[src/source/icache_cfg.svh]
// Geometry of the two-way instruction cache
// Set count, associativity and the block, instruction and address widths

`ifndef ICACHE_CFG_SVH
`define ICACHE_CFG_SVH

// Number of sets, one index per 16-byte block
`define ICACHE_SETS 64

// Ways per set
`define ICACHE_WAYS 2

// One block is four instructions
`define ICACHE_BLOCK_BITS 128

// Fetch granule
`define ICACHE_INSTR_BITS 32

// Physical byte address
`define ICACHE_ADDR_BITS 32

`endif

[src/source/icache_pkg.sv]
// Field types and address helpers shared by the instruction cache
// Also holds the miss-controller state encoding

`default_nettype none

`include "icache_cfg.svh"

package icache_pkg;

  localparam int instr_offset_bits = $clog2(`ICACHE_INSTR_BITS / 8);
  localparam int offset_bits = $clog2(`ICACHE_BLOCK_BITS / 8);
  localparam int index_bits = $clog2(`ICACHE_SETS);
  localparam int tag_bits = `ICACHE_ADDR_BITS - index_bits - offset_bits;
  localparam int word_sel_bits = $clog2(`ICACHE_BLOCK_BITS / `ICACHE_INSTR_BITS);
  localparam int way_bits = $clog2(`ICACHE_WAYS);

  typedef logic [`ICACHE_ADDR_BITS-1:0] addr_t;
  typedef logic [index_bits-1:0] index_t;
  typedef logic [tag_bits-1:0] tag_t;
  typedef logic [word_sel_bits-1:0] word_sel_t;
  typedef logic [`ICACHE_BLOCK_BITS-1:0] block_t;
  typedef logic [`ICACHE_INSTR_BITS-1:0] instr_t;
  typedef logic [way_bits-1:0] way_t;

  typedef enum logic [1:0]
  {
    e_idle,
    e_request,
    e_fill
  } miss_state_e;

  // Address field extraction
  function automatic index_t addr_index(addr_t addr);
    return addr[offset_bits +: index_bits];
  endfunction

  function automatic tag_t addr_tag(addr_t addr);
    return addr[offset_bits + index_bits +: tag_bits];
  endfunction

  function automatic word_sel_t addr_word(addr_t addr);
    return addr[instr_offset_bits +: word_sel_bits];
  endfunction

  function automatic addr_t block_addr(addr_t addr);
    return {addr[`ICACHE_ADDR_BITS-1:offset_bits], {offset_bits{1'b0}}};
  endfunction

endpackage

`default_nettype wire

[src/source/icache_tag_array.sv]
// Tag and valid storage for every way of the cache
// Synchronous read of one set, single-way fill write

`timescale 1ns/1ps

`include "icache_cfg.svh"

`default_nettype none

module icache_tag_array
(
  input  wire                                         clk_i,
  input  wire                                         reset_i,
  input  wire                                         rd_en_i,
  input  wire  icache_pkg::index_t                    rd_index_i,
  output icache_pkg::tag_t [`ICACHE_WAYS-1:0]         rd_tag_o,
  output logic [`ICACHE_WAYS-1:0]                     rd_valid_o,
  input  wire                                         wr_en_i,
  input  wire  icache_pkg::index_t                    wr_index_i,
  input  wire  icache_pkg::way_t                      wr_way_i,
  input  wire  icache_pkg::tag_t                      wr_tag_i
);

  // Tag memory per way
  icache_pkg::tag_t tag_mem [`ICACHE_WAYS][`ICACHE_SETS];

  // One valid bit per line
  logic [`ICACHE_SETS-1:0] valid_r [`ICACHE_WAYS];

  always_ff @(posedge clk_i)
  begin
    if (wr_en_i)
      tag_mem[wr_way_i][wr_index_i] <= wr_tag_i;
    if (rd_en_i)
    begin
      for (int w = 0; w < `ICACHE_WAYS; w++)
        rd_tag_o[w] <= tag_mem[w][rd_index_i];
    end
  end

  // Valid bits and their read port
  // Outputs stay put until the next read so a stalled lookup keeps them
  always_ff @(posedge clk_i)
  begin
    if (reset_i)
    begin
      for (int w = 0; w < `ICACHE_WAYS; w++)
        valid_r[w] <= '0;
      rd_valid_o <= '0;
    end
    else
    begin
      if (rd_en_i)
      begin
        for (int w = 0; w < `ICACHE_WAYS; w++)
          rd_valid_o[w] <= valid_r[w][rd_index_i];
      end
      if (wr_en_i)
        valid_r[wr_way_i][wr_index_i] <= 1'b1;
    end
  end

endmodule

`default_nettype wire

[config.mk]
export PLATFORM = sky130hd
export DESIGN_NAME = icache_tag_array
export DESIGN_NICKNAME = d
export VERILOG_FILES = /design/src/source/icache_pkg.sv /design/src/source/icache_tag_array.sv
export VERILOG_INCLUDE_DIRS = /design/src /design/src/source
export SDC_FILE = /design/constraint.sdc
export NUM_CORES = 2
export LEC_CHECK = 0
export BUFFER_PORTS_ARGS = -buffer_cell sky130_fd_sc_hd__buf_2
export CAP_MARGIN = 20
export CORE_ASPECT_RATIO = 0.7
export CORE_MARGIN = 2
export CORE_UTILIZATION = 35
export DETAILED_ROUTE_END_ITERATION = 8
export PLACE_DENSITY_LB_ADDON = 0.3
export SYNTH_ARGS = -nofsm -noshare
export SYNTH_HDL_FRONTEND = slang
export SYNTH_SLANG_ARGS = --single-unit
[constraint.sdc]
create_clock -name clk_i -period 7.6 [get_ports clk_i]
set_input_delay 1.52 -clock clk_i [delete_from_list [all_inputs] [get_ports clk_i]]
set_output_delay 1.52 -clock clk_i [all_outputs]
set_load 0.01 [all_outputs]
==> flow_summary.toml <==
[grt]
antenna_found_initial = 52
grt_pass1_wl_um = 426000
grt_overflow_total = 0
grtUsageTotal = 0.185
grt_max_degree = 105
grt_pass1_vias = 52433

[worst_setup_path]
cp_cell_sequence = "buf_12, buf_12, mux4_2, mux4_2, mux2i_1, nand2_1, o31a_1"
crit_required_ns = 8.21
arrival_ns = 5.06
rrSetupSlack_ns = 4.89
critical_path_buf_inv_count = 2
start_kind = "primary input"
slowest_stage = "mux4_2"
crit_path_end_kind = "flop"
crit_fanout = 81
r2r_end = "rd_tag_o[3]$_DFFE_PP_"
worstSetupPathType = "primary input to flop"
cp_num_cells = 7
critical_path.max_stage_delay_ns = 0.59
r2r_cells = 5
cp_top_family = "multiplexers"
reg2reg_from = "tag_mem[0][355]$_DFFE_PP_"

[clock_network]
clkSlewWorstSetupHoldPaths_ns = 0.06
cts_htree_levels = 5
numCtsBuffers = 287
cts_root_buf = "clkbuf_16"
cts_resized = 0
clock-sinks = 2990
post_cts_buffers = 0
cts_tree = "built"
clock_latency_ns = 0.88
cts_buffer_depth = 4
hold_buffers = 0

[sta]
grt_setup_unrepaired = "false"
drv_slew = 0
worstMarginPinSlew_ns = 1.17
hold_violations = 0
post-route-min-period_ns = 4.46
tns_ns = 0
setup_viol = 0
slew_headroom = 0.215
finClkSkew_ns = 0.0482
post-route-period-util = 0.586
clock.fmax_mhz = 224

[final_layout]
drive_gt1_frac = 0.326
syn2layout_area_growth_pct = 14.7
nets = 5122
final_area_um2 = 130000

[floorplan]
ios = 85
coreArea_um2 = 322000
start_util = 0.352
die_h_um = 480
die_width_um = 684
die_area_um2 = 329000
rows = 174

[yosys]
synth_area_per_cell_um2 = 23.8
synth_nets = 4803
synth_ff_type = "edfxtp_1"
yosys_warnings = 0
synth_edf_count = 2860
synth_cell_types = 40
ys_ff_latch = 2990
syn_inst = 4764
netlist_area_um2 = 113000
synth-async-reset-ratio = 0
synth-seq-area-share = 0.780

[route]
vias = 53171
dr.first_iter.drc_count = 7011
viasPerCell = 5.52
drt_pass1_iterations = 8
ant_nets = 0
routed_wl_um = 310000
drc = 0
wl_per_cell_um = 32.2

[power]
irDropWorstVdd_v = 0.000185
p_per_area_nw_per_um2 = 261
leakage_uw = 0.0397
power_uw = 34000

[placed_design]
dp.final_hpwl_um = 170000
gp_congestion = 0.774
io_buffers = 84
dpl-instance-area_um2 = 121000

[outcome]
outcome = "complete, no violations"

[flow_run]
drv_cap = 0

[hold_path]
hold_path_class = "flop to flop"
hold_end = "valid_r[0][62]$_DFF_P_"
hp-start = "valid_r[0][62]$_DFF_P_"
hold_depth = 2
## stage by stage
step	hold WS (ns)	std cells	setup slack, ns	util
CTS	0.469	9608	2.90	0.403
detailed placement	0.454	9098	1.99	0.375
global placement	0.444	9084	1.69	0.374
global route	0.491	9622	2.83	0.404
floorplan	0.431	4764	3.59	-
finish	0.468	9633	3.14	0.404
## registers in the layout (all words and copies together), names as in the netlist
name        flops
tag_mem      2816
valid_r       128
rd_tag_o       44
rd_valid_o      2
## synth_stat cells, types with 4 or more instances
cell      count  area (um^2)
edfxtp_1   2860        85900
mux4_2      924        20800
nor2_1      369         1390
dfxtp_1     130         2600
clkbuf_1    120          450
buf_2        85          425
mux2i_1      46          460
buf_1        35          131
nand2_1      34          128
a211oi_1     25          188
nor2b_1      22          138
a21oi_1      19         95.1
buf_4        11         82.6
o31a_1        9         78.8
nand3_1       7         35.0
a22o_1        6         52.6
a22oi_1       6         45.0
and2_0        6         37.5
and2_1        5         31.3
nand2b_1      5         31.3
nand4_1       4         25.0
## cell families after synthesis
kind of cell | share of synthesized area
AND/OR/NAND/NOR | 0.0170
flip-flops | 0.780
multiplexers | 0.188
buffers and inverters | 0.00974
AO/OA/AOI/OAI | 0.00509
## worst register-to-register path, delay by kind of cell, from the launching register on
kind,cells,cell delay (ns)
mux,3,1.50
compound gates,1,0.23
flops,1,0.36
simple gates,1,0.38
## cell type report
type / count / area, um^2
fillers: 28020 / 192000
flip-flops and latches: 2990 / 88500
multi-input cells: 1521 / 24500
clock buffers: 366 / 7730
well taps: 4312 / 5400
repair buffers: 282 / 2580
clock inverters: 144 / 1320
diodes: 17 / 42.5
inverters: 1 / 3.75
## worst max path at each step
stage,from,endpoint,slack [ns]
2_1_floorplan,rd_index_i[0],rd_tag_o[10]$_DFFE_PP_,3.59
3_3_place_gp,rd_index_i[0],rd_tag_o[42]$_DFFE_PP_,1.69
3_5_place_dp,rd_index_i[0],rd_tag_o[14]$_DFFE_PP_,1.99
4_1_cts,rd_index_i[0],rd_tag_o[14]$_DFFE_PP_,2.90
5_1_grt,rd_index_i[0],rd_tag_o[3]$_DFFE_PP_,2.83
6_report,rd_index_i[0],rd_tag_o[3]$_DFFE_PP_,3.14
## cell usage in the layout (no fill, tap or decap), types with 7 or more instances in the layout
cell type,instances
a211oi_1,23
a21oi_1,19
buf_12,28
buf_16,11
buf_2,55
buf_4,184
bufinv_16,20
clkbuf_1,65
clkbuf_16,297
clkinv_1,60
clkinv_2,42
clkinvlp_4,7
dfxtp_1,130
diode_2,17
edfxtp_1,2860
mux2i_1,46
mux4_2,924
nand2_1,34
nand3_1,7
nor2_1,241
nor2_2,61
nor2_4,67
nor2b_1,22
o31a_1,9
## per-layer routing
metal	vias to the layer above	global-route usage	share of wire
met5	-	0	0.00033
met4	16	0.0432	0.021
met3	410	0.0582	0.10
met2	2366	0.271	0.44
met1	29388	0.271	0.43
li1	20991	-	-
## power by group
| part | internal, uW | switching [uW] | total [uW] |
|---|---|---|---|
| registers | 18100 | 58.8 | 18200 |
| logic | 632 | 1040 | 1680 |
| clock network | 7920 | 6170 | 14100 |
| total | 26700 | 7270 | 34000 |
No activity file was read; power rests on OpenSTA's default activity.
