==> src/source/icache_cfg.svh <==
// Geometry of the two-way instruction cache
// Set count, associativity and the block, instruction and address widths

`ifndef ICACHE_CFG_SVH
`define ICACHE_CFG_SVH

// Number of sets, one index per 16-byte block
`define ICACHE_SETS 64

// Ways per set
`define ICACHE_WAYS 2

// One block is four instructions
`define ICACHE_BLOCK_BITS 128

// Fetch granule
`define ICACHE_INSTR_BITS 32

// Physical byte address
`define ICACHE_ADDR_BITS 32

`endif

==> src/source/icache_pkg.sv <==
// Field types and address helpers shared by the instruction cache
// Also holds the miss-controller state encoding

`default_nettype none

`include "icache_cfg.svh"

package icache_pkg;

  localparam int instr_offset_bits = $clog2(`ICACHE_INSTR_BITS / 8);
  localparam int offset_bits = $clog2(`ICACHE_BLOCK_BITS / 8);
  localparam int index_bits = $clog2(`ICACHE_SETS);
  localparam int tag_bits = `ICACHE_ADDR_BITS - index_bits - offset_bits;
  localparam int word_sel_bits = $clog2(`ICACHE_BLOCK_BITS / `ICACHE_INSTR_BITS);
  localparam int way_bits = $clog2(`ICACHE_WAYS);

  typedef logic [`ICACHE_ADDR_BITS-1:0] addr_t;
  typedef logic [index_bits-1:0] index_t;
  typedef logic [tag_bits-1:0] tag_t;
  typedef logic [word_sel_bits-1:0] word_sel_t;
  typedef logic [`ICACHE_BLOCK_BITS-1:0] block_t;
  typedef logic [`ICACHE_INSTR_BITS-1:0] instr_t;
  typedef logic [way_bits-1:0] way_t;

  typedef enum logic [1:0]
  {
    e_idle,
    e_request,
    e_fill
  } miss_state_e;

  // Address field extraction
  function automatic index_t addr_index(addr_t addr);
    return addr[offset_bits +: index_bits];
  endfunction

  function automatic tag_t addr_tag(addr_t addr);
    return addr[offset_bits + index_bits +: tag_bits];
  endfunction

  function automatic word_sel_t addr_word(addr_t addr);
    return addr[instr_offset_bits +: word_sel_bits];
  endfunction

  function automatic addr_t block_addr(addr_t addr);
    return {addr[`ICACHE_ADDR_BITS-1:offset_bits], {offset_bits{1'b0}}};
  endfunction

endpackage

`default_nettype wire

==> src/source/icache_miss_ctrl.sv <==
// Miss controller FSM
// Sends the block request, writes the fill and hands the block back

`timescale 1ns/1ps

`include "icache_cfg.svh"

`default_nettype none

module icache_miss_ctrl
(
  input  wire                      clk_i,
  input  wire                      reset_i,
  input  wire                      miss_i,
  input  wire  icache_pkg::addr_t  miss_addr_i,
  input  wire  icache_pkg::way_t   victim_i,
  output logic                     mem_req_valid_o,
  output icache_pkg::addr_t        mem_req_addr_o,
  input  wire                      mem_req_ready_i,
  input  wire                      fill_valid_i,
  input  wire  icache_pkg::block_t fill_data_i,
  output logic                     fill_ready_o,
  output logic                     fill_wr_en_o,
  output icache_pkg::index_t       fill_index_o,
  output icache_pkg::way_t         fill_way_o,
  output icache_pkg::tag_t         fill_tag_o,
  output icache_pkg::block_t       fill_block_o,
  output logic                     fill_done_o
);

  icache_pkg::miss_state_e state_r;
  icache_pkg::miss_state_e state_n;
  icache_pkg::addr_t       miss_addr_r;
  icache_pkg::way_t        victim_r;
  icache_pkg::block_t      block_r;
  logic                    fill_done_r;
  logic                    miss_take;
  logic                    fill_fire;

  assign miss_take = miss_i & (state_r == icache_pkg::e_idle);
  assign fill_fire = fill_valid_i & fill_ready_o;

  //////////////////////////////////////////////////////////////////////////
  // Next state
  //////////////////////////////////////////////////////////////////////////
  always_comb
  begin
    state_n = state_r;
    case (state_r)
      icache_pkg::e_idle:
        if (miss_i)
          state_n = icache_pkg::e_request;
      icache_pkg::e_request:
        if (mem_req_ready_i)
          state_n = icache_pkg::e_fill;
      icache_pkg::e_fill:
        if (fill_valid_i)
          state_n = icache_pkg::e_idle;
      default:
        state_n = icache_pkg::e_idle;
    endcase
  end

  always_ff @(posedge clk_i)
  begin
    if (reset_i)
    begin
      state_r <= icache_pkg::e_idle;
      fill_done_r <= 1'b0;
    end
    else
    begin
      state_r <= state_n;
      fill_done_r <= fill_fire;
    end
  end

  // Miss context and returned block
  always_ff @(posedge clk_i)
  begin
    if (miss_take)
    begin
      miss_addr_r <= miss_addr_i;
      victim_r <= victim_i;
    end
    if (fill_fire)
      block_r <= fill_data_i;
  end

  assign mem_req_valid_o = (state_r == icache_pkg::e_request);
  assign mem_req_addr_o = icache_pkg::block_addr(miss_addr_r);
  assign fill_ready_o = (state_r == icache_pkg::e_fill);

  // Fill write lands at the transfer edge
  assign fill_wr_en_o = fill_fire;
  assign fill_index_o = icache_pkg::addr_index(miss_addr_r);
  assign fill_tag_o = icache_pkg::addr_tag(miss_addr_r);
  assign fill_way_o = victim_r;
  assign fill_block_o = block_r;
  assign fill_done_o = fill_done_r;

endmodule

`default_nettype wire

==> config.mk <==
export PLATFORM = sky130hd
export DESIGN_NAME = icache_miss_ctrl
export DESIGN_NICKNAME = d
export VERILOG_FILES = /design/src/source/icache_pkg.sv /design/src/source/icache_miss_ctrl.sv
export VERILOG_INCLUDE_DIRS = /design/src /design/src/source
export SDC_FILE = /design/constraint.sdc
export NUM_CORES = 1
export LEC_CHECK = 0
export BUFFER_PORTS_ARGS = -buffer_cell sky130_fd_sc_hd__buf_2
export CORE_AREA = 2 2 139 141
export CTS_CLUSTER_DIAMETER = 150
export DETAILED_ROUTE_END_ITERATION = 10
export DIE_AREA = 0 0 141 143
export GPL_TIMING_DRIVEN = 0
export PLACE_DENSITY = 0.57
export SYNTH_ARGS = -nofsm -noshare
export SYNTH_HDL_FRONTEND = slang
export SYNTH_SLANG_ARGS = --single-unit
==> constraint.sdc <==
create_clock -name clk_i -period 5.3 [get_ports clk_i]
set_clock_uncertainty 0.1 [all_clocks]
set_input_delay 1.06 -clock clk_i [delete_from_list [all_inputs] [get_ports clk_i]]
set_output_delay 1.06 -clock clk_i [all_outputs]
set_load 0.005 [all_outputs]
==> flow_metrics.tcl <==
set metrics [dict create \
    min-delay-path-class "reg -> reg" \
    ir_worst_vdd_mv 0.193 \
    crit_type "in -> out" \
    die_h_um 143 \
    die_w_um 141 \
    numPortBuffers 350 \
    core_sq_mm 0.0186 \
    leakage_nw 3.34 \
    yosys-top-cells-area "edfxtp_1 (93%), buf_4 (4.7%), dfxtp_1 (1.2%)" \
    cp-end-kind "output pin" \
    critical_path_arrival_ps 2040 \
    syn_inst 204 \
    fin_tns_setup_ps 0 \
    cts_tree "done" \
    pre_cts_ws_ps 2090 \
    antennaDiodeCount 0 \
    initial_core_util_pct 27.4 \
    ys_ff_latch 160 \
    gp_congestion 0.768 \
    top_usage_layer "met2" \
    insertion_delay_ps 410 \
    numCtsBuffers 17 \
    cp_data_required_time_ps 4140 \
    postCtsSetupBuffers 0 \
    clk_pin_slew_ps 60 \
    max_slew_margin_pct 65.3 \
    r2r_end "fill_block_o[21]$_DFFE_PP_" \
    synth_top_area_share_pct 92.7 \
    dr.pass1.iters 6 \
    synth_ff_type "edfxtp_1" \
    finalCritPeriodShare_pct 60.4 \
    drt_iter0_drc 99 \
    avgSynthCellArea_sq_um 24.9 \
    yosys.cell_count.top_type "edfxtp_1" \
    yosysWarningCount 0 \
    hold_path_depth 1 \
    min_to "state_r[0]$_SDFFE_PP0P_" \
    rr_worst_depth 2 \
    grt_setup_unrepaired "false" \
    antenna_found_initial 0 \
    ios 359 \
    tightestPinTransition_ps 520 \
    grt_pass1_wl_mm 18.1 \
    use_met3_pct 7.08 \
    reg2reg_slack_ps 3680 \
    synthArstFlopShare_pct 0 \
    cts.repair.resized 0 \
    ant_nets 0 \
    dieArea_sq_mm 0.0202 \
    whs_ps 420 \
    placementRows 50 \
    grt.met1_usage_pct 11.7 \
    clock_sinks 160 \
    cpMostUsedCell "buf_2" \
    synth_area_leader_cell "edfxtp_1" \
    hp-start "state_r[1]$_SDFFE_PP0P_" \
    post-dp-hpwl_mm 9.99 \
    final_nets 745 \
    setup_ws_ps 2100 \
    critical_path.cell_chain "buf_2 -> and3b_4 -> buf_16 -> buf_2" \
    fmax_ghz 0.312 \
    grt-ovfl-total 0 \
    maxCapViolations 0 \
    status "finished, final reports clean" \
    fin_cells 825 \
    nFillCells 1724 \
    synth.distinct_cells 12 \
    slew_viol_final 0 \
    cts_hold_buf 0 \
    synth_common_cells "edfxtp_1 (157), buf_4 (32), dfxtp_1 (3)" \
    grt.total_usage_pct 12.1 \
    wl_per_cell_um 15.4 \
    multiInputGateArea_sq_um 86.3 \
    viasPerCell 3.94 \
    root_buffer "clkbuf_16" \
    critical-path-max-stage-delay_ps 370 \
    drc 0 \
    grt_max_degree 65 \
    grt_use_met2_pct 20.9 \
    hold_viol 0 \
    yosysSeqAreaShare_pct 93.9 \
    clock_path_buffers 2 \
    min_period_ps 3200 \
    synth-edff-count 157 \
    p_per_area_mw_per_mm2 352 \
    syn_area_sq_mm 0.00509 \
    path_max_fanout 55 \
    cts_max_level 4 \
    slowest_stage "and3b_4" \
    r2r-start "state_r[0]$_SDFFE_PP0P_" \
    vias 3251 \
    grt_pass1_vias 3502 \
    regArea_sq_mm 0.00477 \
    finalWirelength_mm 12.7 \
    area_delta_synth_final_pct 52.9 \
    dp_cells 794 \
    finish.utilization_pct 41.9 \
    setup_viol 0 \
    setup.worst_path.start_class "input port" \
    drive_gt1_share_pct 70.6 \
]
==> flip-flops by register name (all words and copies together) (netlist names) <==
register / count
fill_block_o: 128
miss_addr_r: 28
state_r: 2
fill_way_o: 1
fill_done_o: 1
==> kinds of logic (layout without fill, tap and decap cells) <==
kind of cell,Yosys count,after routing,synth area share [%]
AO/OA/AOI/OAI,2,2,0.344
buffers and inverters,33,417,4.80
flip-flops,160,160,93.9
other,1,4,0.0737
AND/OR/NAND/NOR,8,8,0.935
==> where the power goes <==
| part | switching, mW | total (mW) | internal [mW] |
|---|---|---|---|
| Combinational | 0.0594 | 0.149 | 0.0898 |
| Clock | 0.499 | 1.15 | 0.654 |
| Sequential | 0.0111 | 1.44 | 1.43 |
| Total | 0.570 | 2.74 | 2.17 |
==> worst max path at each step <==
stage                            start            to  slack [ps]  depth (start not counted)
after floorplan           fill_valid_i  fill_wr_en_o          50                          1
after global placement    fill_valid_i  fill_wr_en_o       -1580                          3
after detailed placement  fill_valid_i  fill_wr_en_o        2090                          4
after CTS                 fill_valid_i  fill_wr_en_o        2080                          4
after global routing      fill_valid_i  fill_wr_en_o        2050                          4
final                     fill_valid_i  fill_wr_en_o        2100                          4
==> metrics by stage <==
step / total power, mW / instance area (sq um)
after floorplan: 1.51 / 5100
after global placement: 1.61 / 7140
after detailed placement: 1.62 / 7220
after CTS: 2.78 / 7780
after global routing: 2.84 / 7780
final: 2.74 / 7780
==> cell type report <==
type                    count  share of cell area [%]
flip-flops and latches    160                    61.4
clock inverters            13                    1.69
repair buffers            353                    23.4
multi-input cells          14                    1.11
plain buffers              32                    3.09
well taps                 234                    3.76
clock buffers              18                    5.52
inverters                   1                  0.0482
==> worst max-delay path: cells and delay by family <==
kind	cells	cell delay (ps)
buffers and inverters	3	550
and+or+nand+nor	1	370
==> per-layer routing <==
layer,wire length (um),share of wire [%]
met5,0,0
met4,244,1.9
met3,1640,13
met2,6420,51
met1,4380,35
==> cells in the final DEF (no fill, tap or decap), drive strengths merged <==
cell,instances
and2,1
a211oi,1
a32o,1
bufinv,1
clkinvlp,2
nand2b,2
dfxtp,3
inv,5
and3b,1
clkbuf,18
clkinv,6
edfxtp,157
buf,385
conb,4
nor2,2
nor2b,2
Power figures use the tool's default switching activity.
