## config.mk

```make
export PLATFORM = sky130hd
export DESIGN_NAME = icache_lru
export DESIGN_NICKNAME = d
export VERILOG_FILES = /design/src/source/icache_pkg.sv /design/src/source/icache_lru.sv
export VERILOG_INCLUDE_DIRS = /design/src /design/src/source
export SDC_FILE = /design/constraint.sdc
export NUM_CORES = 1
export LEC_CHECK = 0
export BUFFER_PORTS_ARGS = -buffer_cell sky130_fd_sc_hd__buf_2
export CAP_MARGIN = 5
export CORE_MARGIN = 2
export CORE_UTILIZATION = 32
export DETAILED_ROUTE_END_ITERATION = 16
export GPL_TIMING_DRIVEN = 0
export PLACE_DENSITY = 0.47
export RECOVER_POWER = 100
export SETUP_SLACK_MARGIN = 0.3
export SKIP_LAST_GASP = 1
export SYNTH_ARGS = -nofsm -noshare
export SYNTH_HDL_FRONTEND = slang
export SYNTH_SLANG_ARGS = --single-unit
```

## constraint.sdc

```tcl
create_clock -name clk_i -period 4.68 [get_ports clk_i]
set_input_delay 0.468 -clock clk_i [delete_from_list [all_inputs] [get_ports clk_i]]
set_output_delay 0.468 -clock clk_i [all_outputs]
set_load 0.02 [all_outputs]
```

## src/source/icache_cfg.svh

```systemverilog
// Geometry of the two-way instruction cache
// Set count, associativity and the block, instruction and address widths

`ifndef ICACHE_CFG_SVH
`define ICACHE_CFG_SVH

// Number of sets, one index per 16-byte block
`define ICACHE_SETS 64

// Ways per set
`define ICACHE_WAYS 2

// One block is four instructions
`define ICACHE_BLOCK_BITS 128

// Fetch granule
`define ICACHE_INSTR_BITS 32

// Physical byte address
`define ICACHE_ADDR_BITS 32

`endif

```

## src/source/icache_pkg.sv

```systemverilog
// Field types and address helpers shared by the instruction cache
// Also holds the miss-controller state encoding

`default_nettype none

`include "icache_cfg.svh"

package icache_pkg;

  localparam int instr_offset_bits = $clog2(`ICACHE_INSTR_BITS / 8);
  localparam int offset_bits = $clog2(`ICACHE_BLOCK_BITS / 8);
  localparam int index_bits = $clog2(`ICACHE_SETS);
  localparam int tag_bits = `ICACHE_ADDR_BITS - index_bits - offset_bits;
  localparam int word_sel_bits = $clog2(`ICACHE_BLOCK_BITS / `ICACHE_INSTR_BITS);
  localparam int way_bits = $clog2(`ICACHE_WAYS);

  typedef logic [`ICACHE_ADDR_BITS-1:0] addr_t;
  typedef logic [index_bits-1:0] index_t;
  typedef logic [tag_bits-1:0] tag_t;
  typedef logic [word_sel_bits-1:0] word_sel_t;
  typedef logic [`ICACHE_BLOCK_BITS-1:0] block_t;
  typedef logic [`ICACHE_INSTR_BITS-1:0] instr_t;
  typedef logic [way_bits-1:0] way_t;

  typedef enum logic [1:0]
  {
    e_idle,
    e_request,
    e_fill
  } miss_state_e;

  // Address field extraction
  function automatic index_t addr_index(addr_t addr);
    return addr[offset_bits +: index_bits];
  endfunction

  function automatic tag_t addr_tag(addr_t addr);
    return addr[offset_bits + index_bits +: tag_bits];
  endfunction

  function automatic word_sel_t addr_word(addr_t addr);
    return addr[instr_offset_bits +: word_sel_bits];
  endfunction

  function automatic addr_t block_addr(addr_t addr);
    return {addr[`ICACHE_ADDR_BITS-1:offset_bits], {offset_bits{1'b0}}};
  endfunction

endpackage

`default_nettype wire

```

## src/source/icache_lru.sv

```systemverilog
// Replacement state, one bit per set naming the next victim way

`timescale 1ns/1ps

`include "icache_cfg.svh"

`default_nettype none

module icache_lru
(
  input  wire                      clk_i,
  input  wire                      reset_i,
  input  wire                      rd_en_i,
  input  wire  icache_pkg::index_t rd_index_i,
  output icache_pkg::way_t         victim_o,
  input  wire                      touch_en_i,
  input  wire  icache_pkg::index_t touch_index_i,
  input  wire  icache_pkg::way_t   touch_way_i
);

  logic [`ICACHE_SETS-1:0] lru_r;
  logic                    same_set;

  // A touch on the set being read wins over the stored bit
  assign same_set = touch_en_i & (touch_index_i == rd_index_i);

  always_ff @(posedge clk_i)
  begin
    if (reset_i)
    begin
      lru_r <= '0;
      victim_o <= '0;
    end
    else
    begin
      if (rd_en_i)
        victim_o <= same_set ? ~touch_way_i : lru_r[rd_index_i];
      // Point away from the way just used
      if (touch_en_i)
        lru_r[touch_index_i] <= ~touch_way_i;
    end
  end

endmodule

`default_nettype wire

```

==> results of run 1 <==
-- worst min-delay path by stage --
stage	start	endpoint	slack, ns	cells past startpoint
global placement	lru_r[10]	lru_r[10]	0.48	2
detailed placement	lru_r[12]	lru_r[12]	0.49	2
CTS	reset_i	lru_r[63]	0.37	2
floorplan	lru_r[63]	lru_r[63]	0.47	2
global route	reset_i	lru_r[63]	0.37	2
finish	reset_i	lru_r[63]	0.38	2
-- placed cells by master (no fill, tap or decap), drive strengths merged, types with 3 or more instances in the layout --
| cell type | netlist | routed |
|---|---|---|
| a211oi | 65 | 65 |
| nor2b | 5 | 5 |
| nand3b | 4 | 4 |
| nor4 | 3 | 3 |
| nand2 | 8 | 8 |
| xnor2 | 6 | 6 |
| buf | 7 | 15 |
| mux4 | 12 | 12 |
| mux2i | 8 | 8 |
| dfxtp | 65 | 65 |
| inv | 3 | 3 |
| clkbuf | 19 | 35 |
| nand3 | 7 | 7 |
| nor2 | 132 | 132 |
-- routing by layer --
metal  global-route usage  up-vias  share of wire
li1                     -     1378              -
met1               0.2492     1251           0.49
met2               0.2519       47           0.45
met3              0.03805        7          0.050
met4              0.05143        0         0.0044
met5                    0        -              0
-- Yosys cell counts (3+ instances only) --
master                       n  area, um^2
sky130_fd_sc_hd__a211oi_1   65       488.0
sky130_fd_sc_hd__buf_6       3       33.78
sky130_fd_sc_hd__clkbuf_1   17       63.81
sky130_fd_sc_hd__dfxtp_1    65        1301
sky130_fd_sc_hd__inv_1       3       11.26
sky130_fd_sc_hd__mux2i_1     8       80.08
sky130_fd_sc_hd__mux4_1      6       157.7
sky130_fd_sc_hd__mux4_2      6       135.1
sky130_fd_sc_hd__nand2_1     8       30.03
sky130_fd_sc_hd__nand3_1     7       35.03
sky130_fd_sc_hd__nand3b_1    4       30.03
sky130_fd_sc_hd__nor2_1    132       495.5
sky130_fd_sc_hd__nor2b_1     4       25.02
sky130_fd_sc_hd__nor4_2      3       37.54
sky130_fd_sc_hd__xnor2_1     6       52.55
-- through the flow --
stage               utilization  instance area, um^2  instances  power [W]
floorplan                     -                 3257        368  0.0006461
global placement         0.3542                 3478        512  0.0006825
detailed placement       0.3542                 3478        512  0.0006825
CTS                      0.3760                 3692        527   0.001194
global route             0.3750                 3682        527   0.001223
finish                   0.3750                 3682        527   0.001179
-- logic make-up (layout without fill, tap and decap cells) --
kind of cell / after synthesis / in the layout / synth area share
compound gates: 78 / 78 / 0.1844
mux: 22 / 22 / 0.1214
xor+xnor: 6 / 6 / 0.01614
flops: 65 / 65 / 0.3995
simple gates: 168 / 168 / 0.2251
buf+inv: 29 / 55 / 0.05340
-- registers in the layout, indices dropped and copies added, names as in the netlist --
register and cells:
lru_r 64, victim_o 1
-- cell type report --
| class | instances | area, um^2 | share of cell area |
|---|---|---|---|
| repair buffers | 11 | 51.30 | 0.01393 |
| well taps | 133 | 166.4 | 0.04519 |
| clock buffers | 13 | 178.9 | 0.04859 |
| flip-flops and latches | 65 | 1301 | 0.3534 |
| clock inverters | 2 | 35.03 | 0.009514 |
| multi-input cells | 274 | 1775 | 0.4822 |
| inverters | 3 | 11.26 | 0.003058 |
| plain buffers | 26 | 162.7 | 0.04417 |
-- where the power goes --
group          internal, W  total (W)  switching (W)
combinational    0.0000376   0.000110      0.0000720
sequential        0.000557   0.000559     0.00000209
clock             0.000301   0.000510       0.000210
total             0.000896    0.00118       0.000284
==> reports/metrics.sh, run 1 <==
RUN_STATUS='finished clean'
SYNTHARSTFLOPSHARE=0
STARTPOINT='rd_index_i[0]'
PRE_CTS_WS_NS=2.588
HOLDCRITPATHCLASS='primary input to flip-flop'
ROW_COUNT=36
GRT_MAX_DEGREE=11
GRT_FIRST_PASS_WIRELENGTH_MM=14.39
IOPINCOUNT=18
WORSTSETUPSTARTPOINTTYPE='primary input'
CTS_TREE='yes'
RSZ_0062_RAISED_AFTER_GLOBAL_ROUTING='no'
FIN_SKEW_NS=0.006599
GRT_UTIL_ALL_LAYERS=0.1713
ANTENNA_FOUND_INITIAL=0
DIE_H_UM=104.9
REPORT.FINAL.HOLD_VIOL_COUNT=0
YOSYS_REGISTER_BITS=65
WORSTSETUPENDPOINT='victim_o'
PLACEMENT.IO_BUFFERS=11
WORSTPATHCELLLIST='buf_6, mux4_1, mux2i_1, o32ai_1, nor4_1, a2111oi_2'
ROUTE.FINAL.WIRE_LENGTH_MM=9.102
DESIGN.CORE.AREA_UM2=9819
FLOW.AREA_GROWTH_FROM_SYNTHESIS_PCT=13.06
ROUTED_WIRE_LENGTH_PER_INSTANCE_UM=17.27
TOTAL_LEAKAGE_POWER_nW=1.168
TIMING.REG2REG.WORST_PATH_DEPTH=5
WORST_EP_ARRIVAL_TIME_NS=2.08
POWER_DENSITY_nW_PER_UM2=320.3
DRTPASS1ITERATIONS=4
SLOWEST_STAGE='sky130_fd_sc_hd__mux4_1'
CLK_PIN_SLEW_WORST_PATHS_NS=0.07
POSTCTSSETUPREPAIRBUFS=0
SYNTH-WARNING-COUNT=0
SYNTH_FLOP_CELL='sky130_fd_sc_hd__dfxtp_1'
VIAS_PER_CELL=5.091
FP.DIEW_UM=104.9
CRIT_FAMILY='multiplexers'
MAXCAPVIOLATIONS=0
TIMING.FINAL.MAX_SLEW_VIOLATIONS=0
CTS_HOLD_FIX_BUFS=0
CRIT_BUF_INV=1
CRIT_PATH_KIND='primary input to flip-flop'
HTREEDEPTH=3
START_UTIL=0.3317
SYN_NETS=385
DIE_OUTLINE_AREA_UM2=11000
GRT-OVFL-TOTAL=0
CP-END-KIND='flip-flop'
CLOCK_TREE.ROOT_CELL='sky130_fd_sc_hd__clkbuf_8'
CRIT_PATH_DEPTH=6
TIMING.CRITICAL_PATH.REQUIRED_NS=4.89
IR_DROP_mV=0.1382
SYN-MEAN-INSTANCE-AREA_UM2=8.850
SETUP_TOTAL_NEGATIVE_SLACK_NS=0
CLOCK_INSERTION_DELAY_WORST_SKEW_NS=0.34
LAYOUT_WORST_PATH_CYCLE_SHARE=0.3986
SYNTHESIS.INSTANCES=368
NUMCTSBUFFERS=9
FIN_NETS=407
CTS_RESIZED=0
ACHIEVABLE-FREQUENCY_MHz=536.0
ROUTABILITYCONGESTION=0.7567
ANTENNADIODECOUNT=0
FINAL_CRITICAL_DELAY_INCLUDING_SETUP_AND_EXTERNAL_DELAYS_NS=1.866
ANT_NETS=0
DPL.HPWL_MM=6.068
DRC_VIOLATIONS_LEFT=0
SYNTH_EDF_COUNT=0
TIMING_WORST_SLEW_PIN_VALUE_NS=0.6805
PATH_MAX_FANOUT=7
WORST_HOLD_SLACK_NS=0.3768
SETUP_WS_NS=2.814
CRIT-REG2REG-CAPTURE='victim_o'
CTS_NUM_SINKS=65
NUMBER_OF_GLOBAL_ROUTE_VIAS_BEFORE_REPAIR=2541
NUMBER_OF_DISTINCT_STANDARD_CELLS_REFERENCED_BY_THE_SYNTHESIZED_NETLIST=40
SEQ_AREA_FRAC_SYNTH=0.3995
CPPEAKSTAGEDELAY_NS=0.59
TIMING.REG2REG.SETUP_SLACK_NS=2.84
DRIVE_ABOVE_1_SHARE=0.1244
BUFFER_DEPTH_OF_THE_LONGEST_CLOCK_PATH=2
FINALSETUPVIOLCOUNT=0
REG2REG_FROM='lru_r[53]'
MAX-SLEW-MARGIN-REL=0.5450
SYN-CELL-AREA_UM2=3257
NUM_VIAS=2683
DRTITER0DRC=131
N_FILL_CELL=1064
Note: power is estimated with default switching activity, not from simulation.
==> inputs of run 2 (changes only) <==
Clock period 4.68 ns to 1.8 ns, I/O delays scaled along.
==> run 2 against run 1 <==
  * Routed wire length increased by 1.6%
  * Worst hold slack lost 0.29 ns
  * Clock power rose to 2.8 times the previous value
  * Combinational power increased to 2.7 times the previous value
  * Sequential cell count stayed put
  * Die area unchanged
  * Critical path type is now flip-flop to flip-flop
  * Critical endpoint unchanged
  * Largest cell class unchanged
==> reports/metrics.sh, run 2 (synthesis results as in run 1) <==
ANT_NETS=0  # unchanged
VIAS_PER_CELL=5.104  # was 5.091
WORST_HOLD_SLACK_NS=0.08507  # was 0.3768 ns
HTREEDEPTH=3  # unchanged
ANTENNADIODECOUNT=0  # unchanged
REGMOSTFLOPS='lru_r'  # unchanged
FIN_NETS=407  # unchanged
IR_DROP_mV=0.4372  # was 0.1382 mV
NUMBER_OF_GLOBAL_ROUTE_VIAS_BEFORE_REPAIR=2522  # was 2,541
TIMING_WORST_SLEW_PIN_VALUE_NS=0.6970  # was 0.6805 ns
ROUTE.FINAL.WIRE_LENGTH_MM=9.250  # was 9.102 mm
MOSTFREQUENTLAYOUTCELLS='132 x sky130_fd_sc_hd__nor2_1, 65 x sky130_fd_sc_hd__a211oi_1, 65 x sky130_fd_sc_hd__dfxtp_1'  # unchanged
WORSTSETUPENDPOINT='victim_o'  # unchanged
ACHIEVABLE-FREQUENCY_MHz=629.7
START_UTIL=0.3317  # unchanged
FLOW.AREA_GROWTH_FROM_SYNTHESIS_PCT=14.25  # was 13.06%
LARGEST_REG_FLOPS=64  # unchanged
DRTITER0DRC=110  # was 131
FINISH.CELL_COUNT_WITHOUT_FILLERS=528  # was 527
DESIGN.CORE.AREA_UM2=9819  # unchanged
DP_CELLS=512  # unchanged
ANTENNA_FOUND_INITIAL=0  # unchanged
SLOWEST_STAGE='sky130_fd_sc_hd__mux4_2'  # was sky130_fd_sc_hd__mux4_1
N_FILL_CELL=1043  # was 1,064
CTS_TREE='yes'  # unchanged
ROUTED_WIRE_LENGTH_PER_INSTANCE_UM=17.52  # was 17.27 um
POWER_DENSITY_nW_PER_UM2=851.3  # was 320.3 nW/um^2
CRIT_PATH_KIND='flip-flop to flip-flop'  # was primary input to flip-flop
DRTPASS1ITERATIONS=4  # unchanged
MAX-SLEW-MARGIN-REL=0.5339  # was 0.5450
AREA_OF_COMBINATIONAL_CELLS_WITH_MULTIPLE_INPUTS_UM2=1790  # was 1775 um^2
MAXCAPVIOLATIONS=0  # unchanged
DRIVE_ABOVE_1_SHARE=0.1316  # was 0.1244
POSTCTSSETUPREPAIRBUFS=0  # unchanged
FIN_SKEW_NS=0.008988  # was 0.006599 ns
IOPINCOUNT=18  # unchanged
TOP_REGS='lru_r x64, victim_o x1'  # unchanged
FP.DIEW_UM=104.9  # unchanged
DIE_H_UM=104.9  # unchanged
LEADING_CELL_TYPE_IN_THE_LAYOUT_FILL_AND_TAPS_EXCLUDED='sky130_fd_sc_hd__nor2_1'  # unchanged
CLOCK_TREE.ROOT_CELL='sky130_fd_sc_hd__clkbuf_8'  # unchanged
GRT_FIRST_PASS_WIRELENGTH_MM=14.66  # was 14.39 mm
REG2REG_FROM='lru_r[44]'  # was lru_r[53]
DIE_OUTLINE_AREA_UM2=11000  # unchanged
TIMING.CRITICAL_PATH.REQUIRED_NS=2.02  # was 4.89 ns
RUN_STATUS='finished clean'  # unchanged
SEQ_AREA_UM2=1301  # unchanged
TIMING.FINAL.MAX_SLEW_VIOLATIONS=0  # unchanged
TOTAL_LEAKAGE_POWER_nW=1.176  # was 1.168 nW
CLOCK_INSERTION_DELAY_WORST_SKEW_NS=0.35  # was 0.34 ns
CLK_PIN_SLEW_WORST_PATHS_NS=0.07  # about the same
HOLDCRITPATHCLASS='primary input to flip-flop'  # unchanged
BUFFER_DEPTH_OF_THE_LONGEST_CLOCK_PATH=2  # unchanged
DRC_VIOLATIONS_LEFT=0  # unchanged
NUMCTSBUFFERS=9  # unchanged
TIMING.REG2REG.WORST_PATH_DEPTH=5  # unchanged
ROW_COUNT=36  # unchanged
CPPEAKSTAGEDELAY_NS=0.47  # was 0.59 ns
CTS_NUM_SINKS=65  # unchanged
ROUTABILITYCONGESTION=0.8173  # was 0.7567
PLACEMENT.IO_BUFFERS=11  # unchanged
WORST_EP_ARRIVAL_TIME_NS=1.81  # was 2.08 ns
RSZ_0062_RAISED_AFTER_GLOBAL_ROUTING='yes'  # was no
LAYOUT_WORST_PATH_CYCLE_SHARE=0.8823
DPL.HPWL_MM=6.245  # was 6.068 mm
REPORT.FINAL.HOLD_VIOL_COUNT=0  # unchanged
GRT_MAX_DEGREE=12  # was 11
FINAL_CRITICAL_DELAY_INCLUDING_SETUP_AND_EXTERNAL_DELAYS_NS=1.588
GRT-OVFL-TOTAL=0  # unchanged
CRIT-REG2REG-CAPTURE='victim_o'  # unchanged
WORSTSETUPSTARTPOINTTYPE='flip-flop'  # was primary input
CP-END-KIND='flip-flop'  # unchanged
FINALSETUPVIOLCOUNT=0  # unchanged
WORSTPATHCELLLIST='mux4_2, mux2i_1, nor3_1, nor4_2, a2111oi_2'  # was buf_6, mux4_1, mux2i_1, o32ai_1, nor4_1, a2111oi_2
GRT_UTIL_ALL_LAYERS=0.1768  # was 0.1713
NUM_VIAS=2695  # was 2,683
STARTPOINT='lru_r[44]'  # was rd_index_i[0]
PATH_MAX_FANOUT=2  # was 7
TIMING.REG2REG.SETUP_SLACK_NS=0.21  # was 2.84 ns
SETUP_TOTAL_NEGATIVE_SLACK_NS=0  # unchanged
-- run 2: worst min-delay path by stage --
stage / start / end / slack [ns] / cells after the start
finish: reset_i / lru_r[49] / 0.09 / 2
global route: reset_i / lru_r[49] / 0.07 / 2
CTS: reset_i / lru_r[50] / 0.07 / 2
detailed placement: reset_i / lru_r[49] / 0.45 / 2
global placement: reset_i / lru_r[50] / 0.46 / 2
floorplan: rd_en_i / victim_o / 0.35 / 2
-- run 2: metal layers --
layer | track usage | part of all wire | vias up
met3 | 0.04866 | 0.042 | 6
met1 | 0.2466 | 0.49 | 1263
li1 | - | - | 1382
met4 | 0.03429 | 0.0086 | 0
met5 | 0 | 0 | -
met2 | 0.2750 | 0.46 | 44
-- run 2: cell type report --
cell class	count	share of cell area
inverter	3	0.003026
tap	133	0.04472
timing repair buffer	11	0.01379
clock buffer	11	0.04069
clock inverter	5	0.02085
sequential	65	0.3497
buffer	26	0.04607
multi-input combinational	274	0.4812
-- run 2: per-stage QoR --
step                      utilization  area (um^2)  setup slack, ns  power [W]
after floorplan                     -         3273           0.2773   0.001683
after global placement         0.3559         3495         0.001543   0.001782
after detailed placement       0.3559         3495          0.01315   0.001782
after CTS                      0.3793         3725           0.1894   0.003222
after global routing           0.3790         3721           0.1391   0.003299
final                          0.3790         3721           0.2119   0.003168
-- run 2: critical path, delay by kind of cell (launching register included) --
kind | cells | cell delay (ns)
AO/OA/AOI/OAI | 1 | 0.09
AND/OR/NAND/NOR | 2 | 0.38
flip-flops | 1 | 0.31
multiplexers | 2 | 0.68
-- run 2: timing repair --
item / CTS / global route
hold buffers: 0 / 0
endpoints found under the setup margin: 1 / 1
gates resized for setup: 1 / 0
-- run 2: report_power, final --
group	total [W]	switching [W]	internal (W)	leakage, nW
logic	0.000292	0.000191	0.000101	0.537
registers	0.00145	0.00000558	0.00145	0.524
clock network	0.00142	0.000571	0.000850	0.115
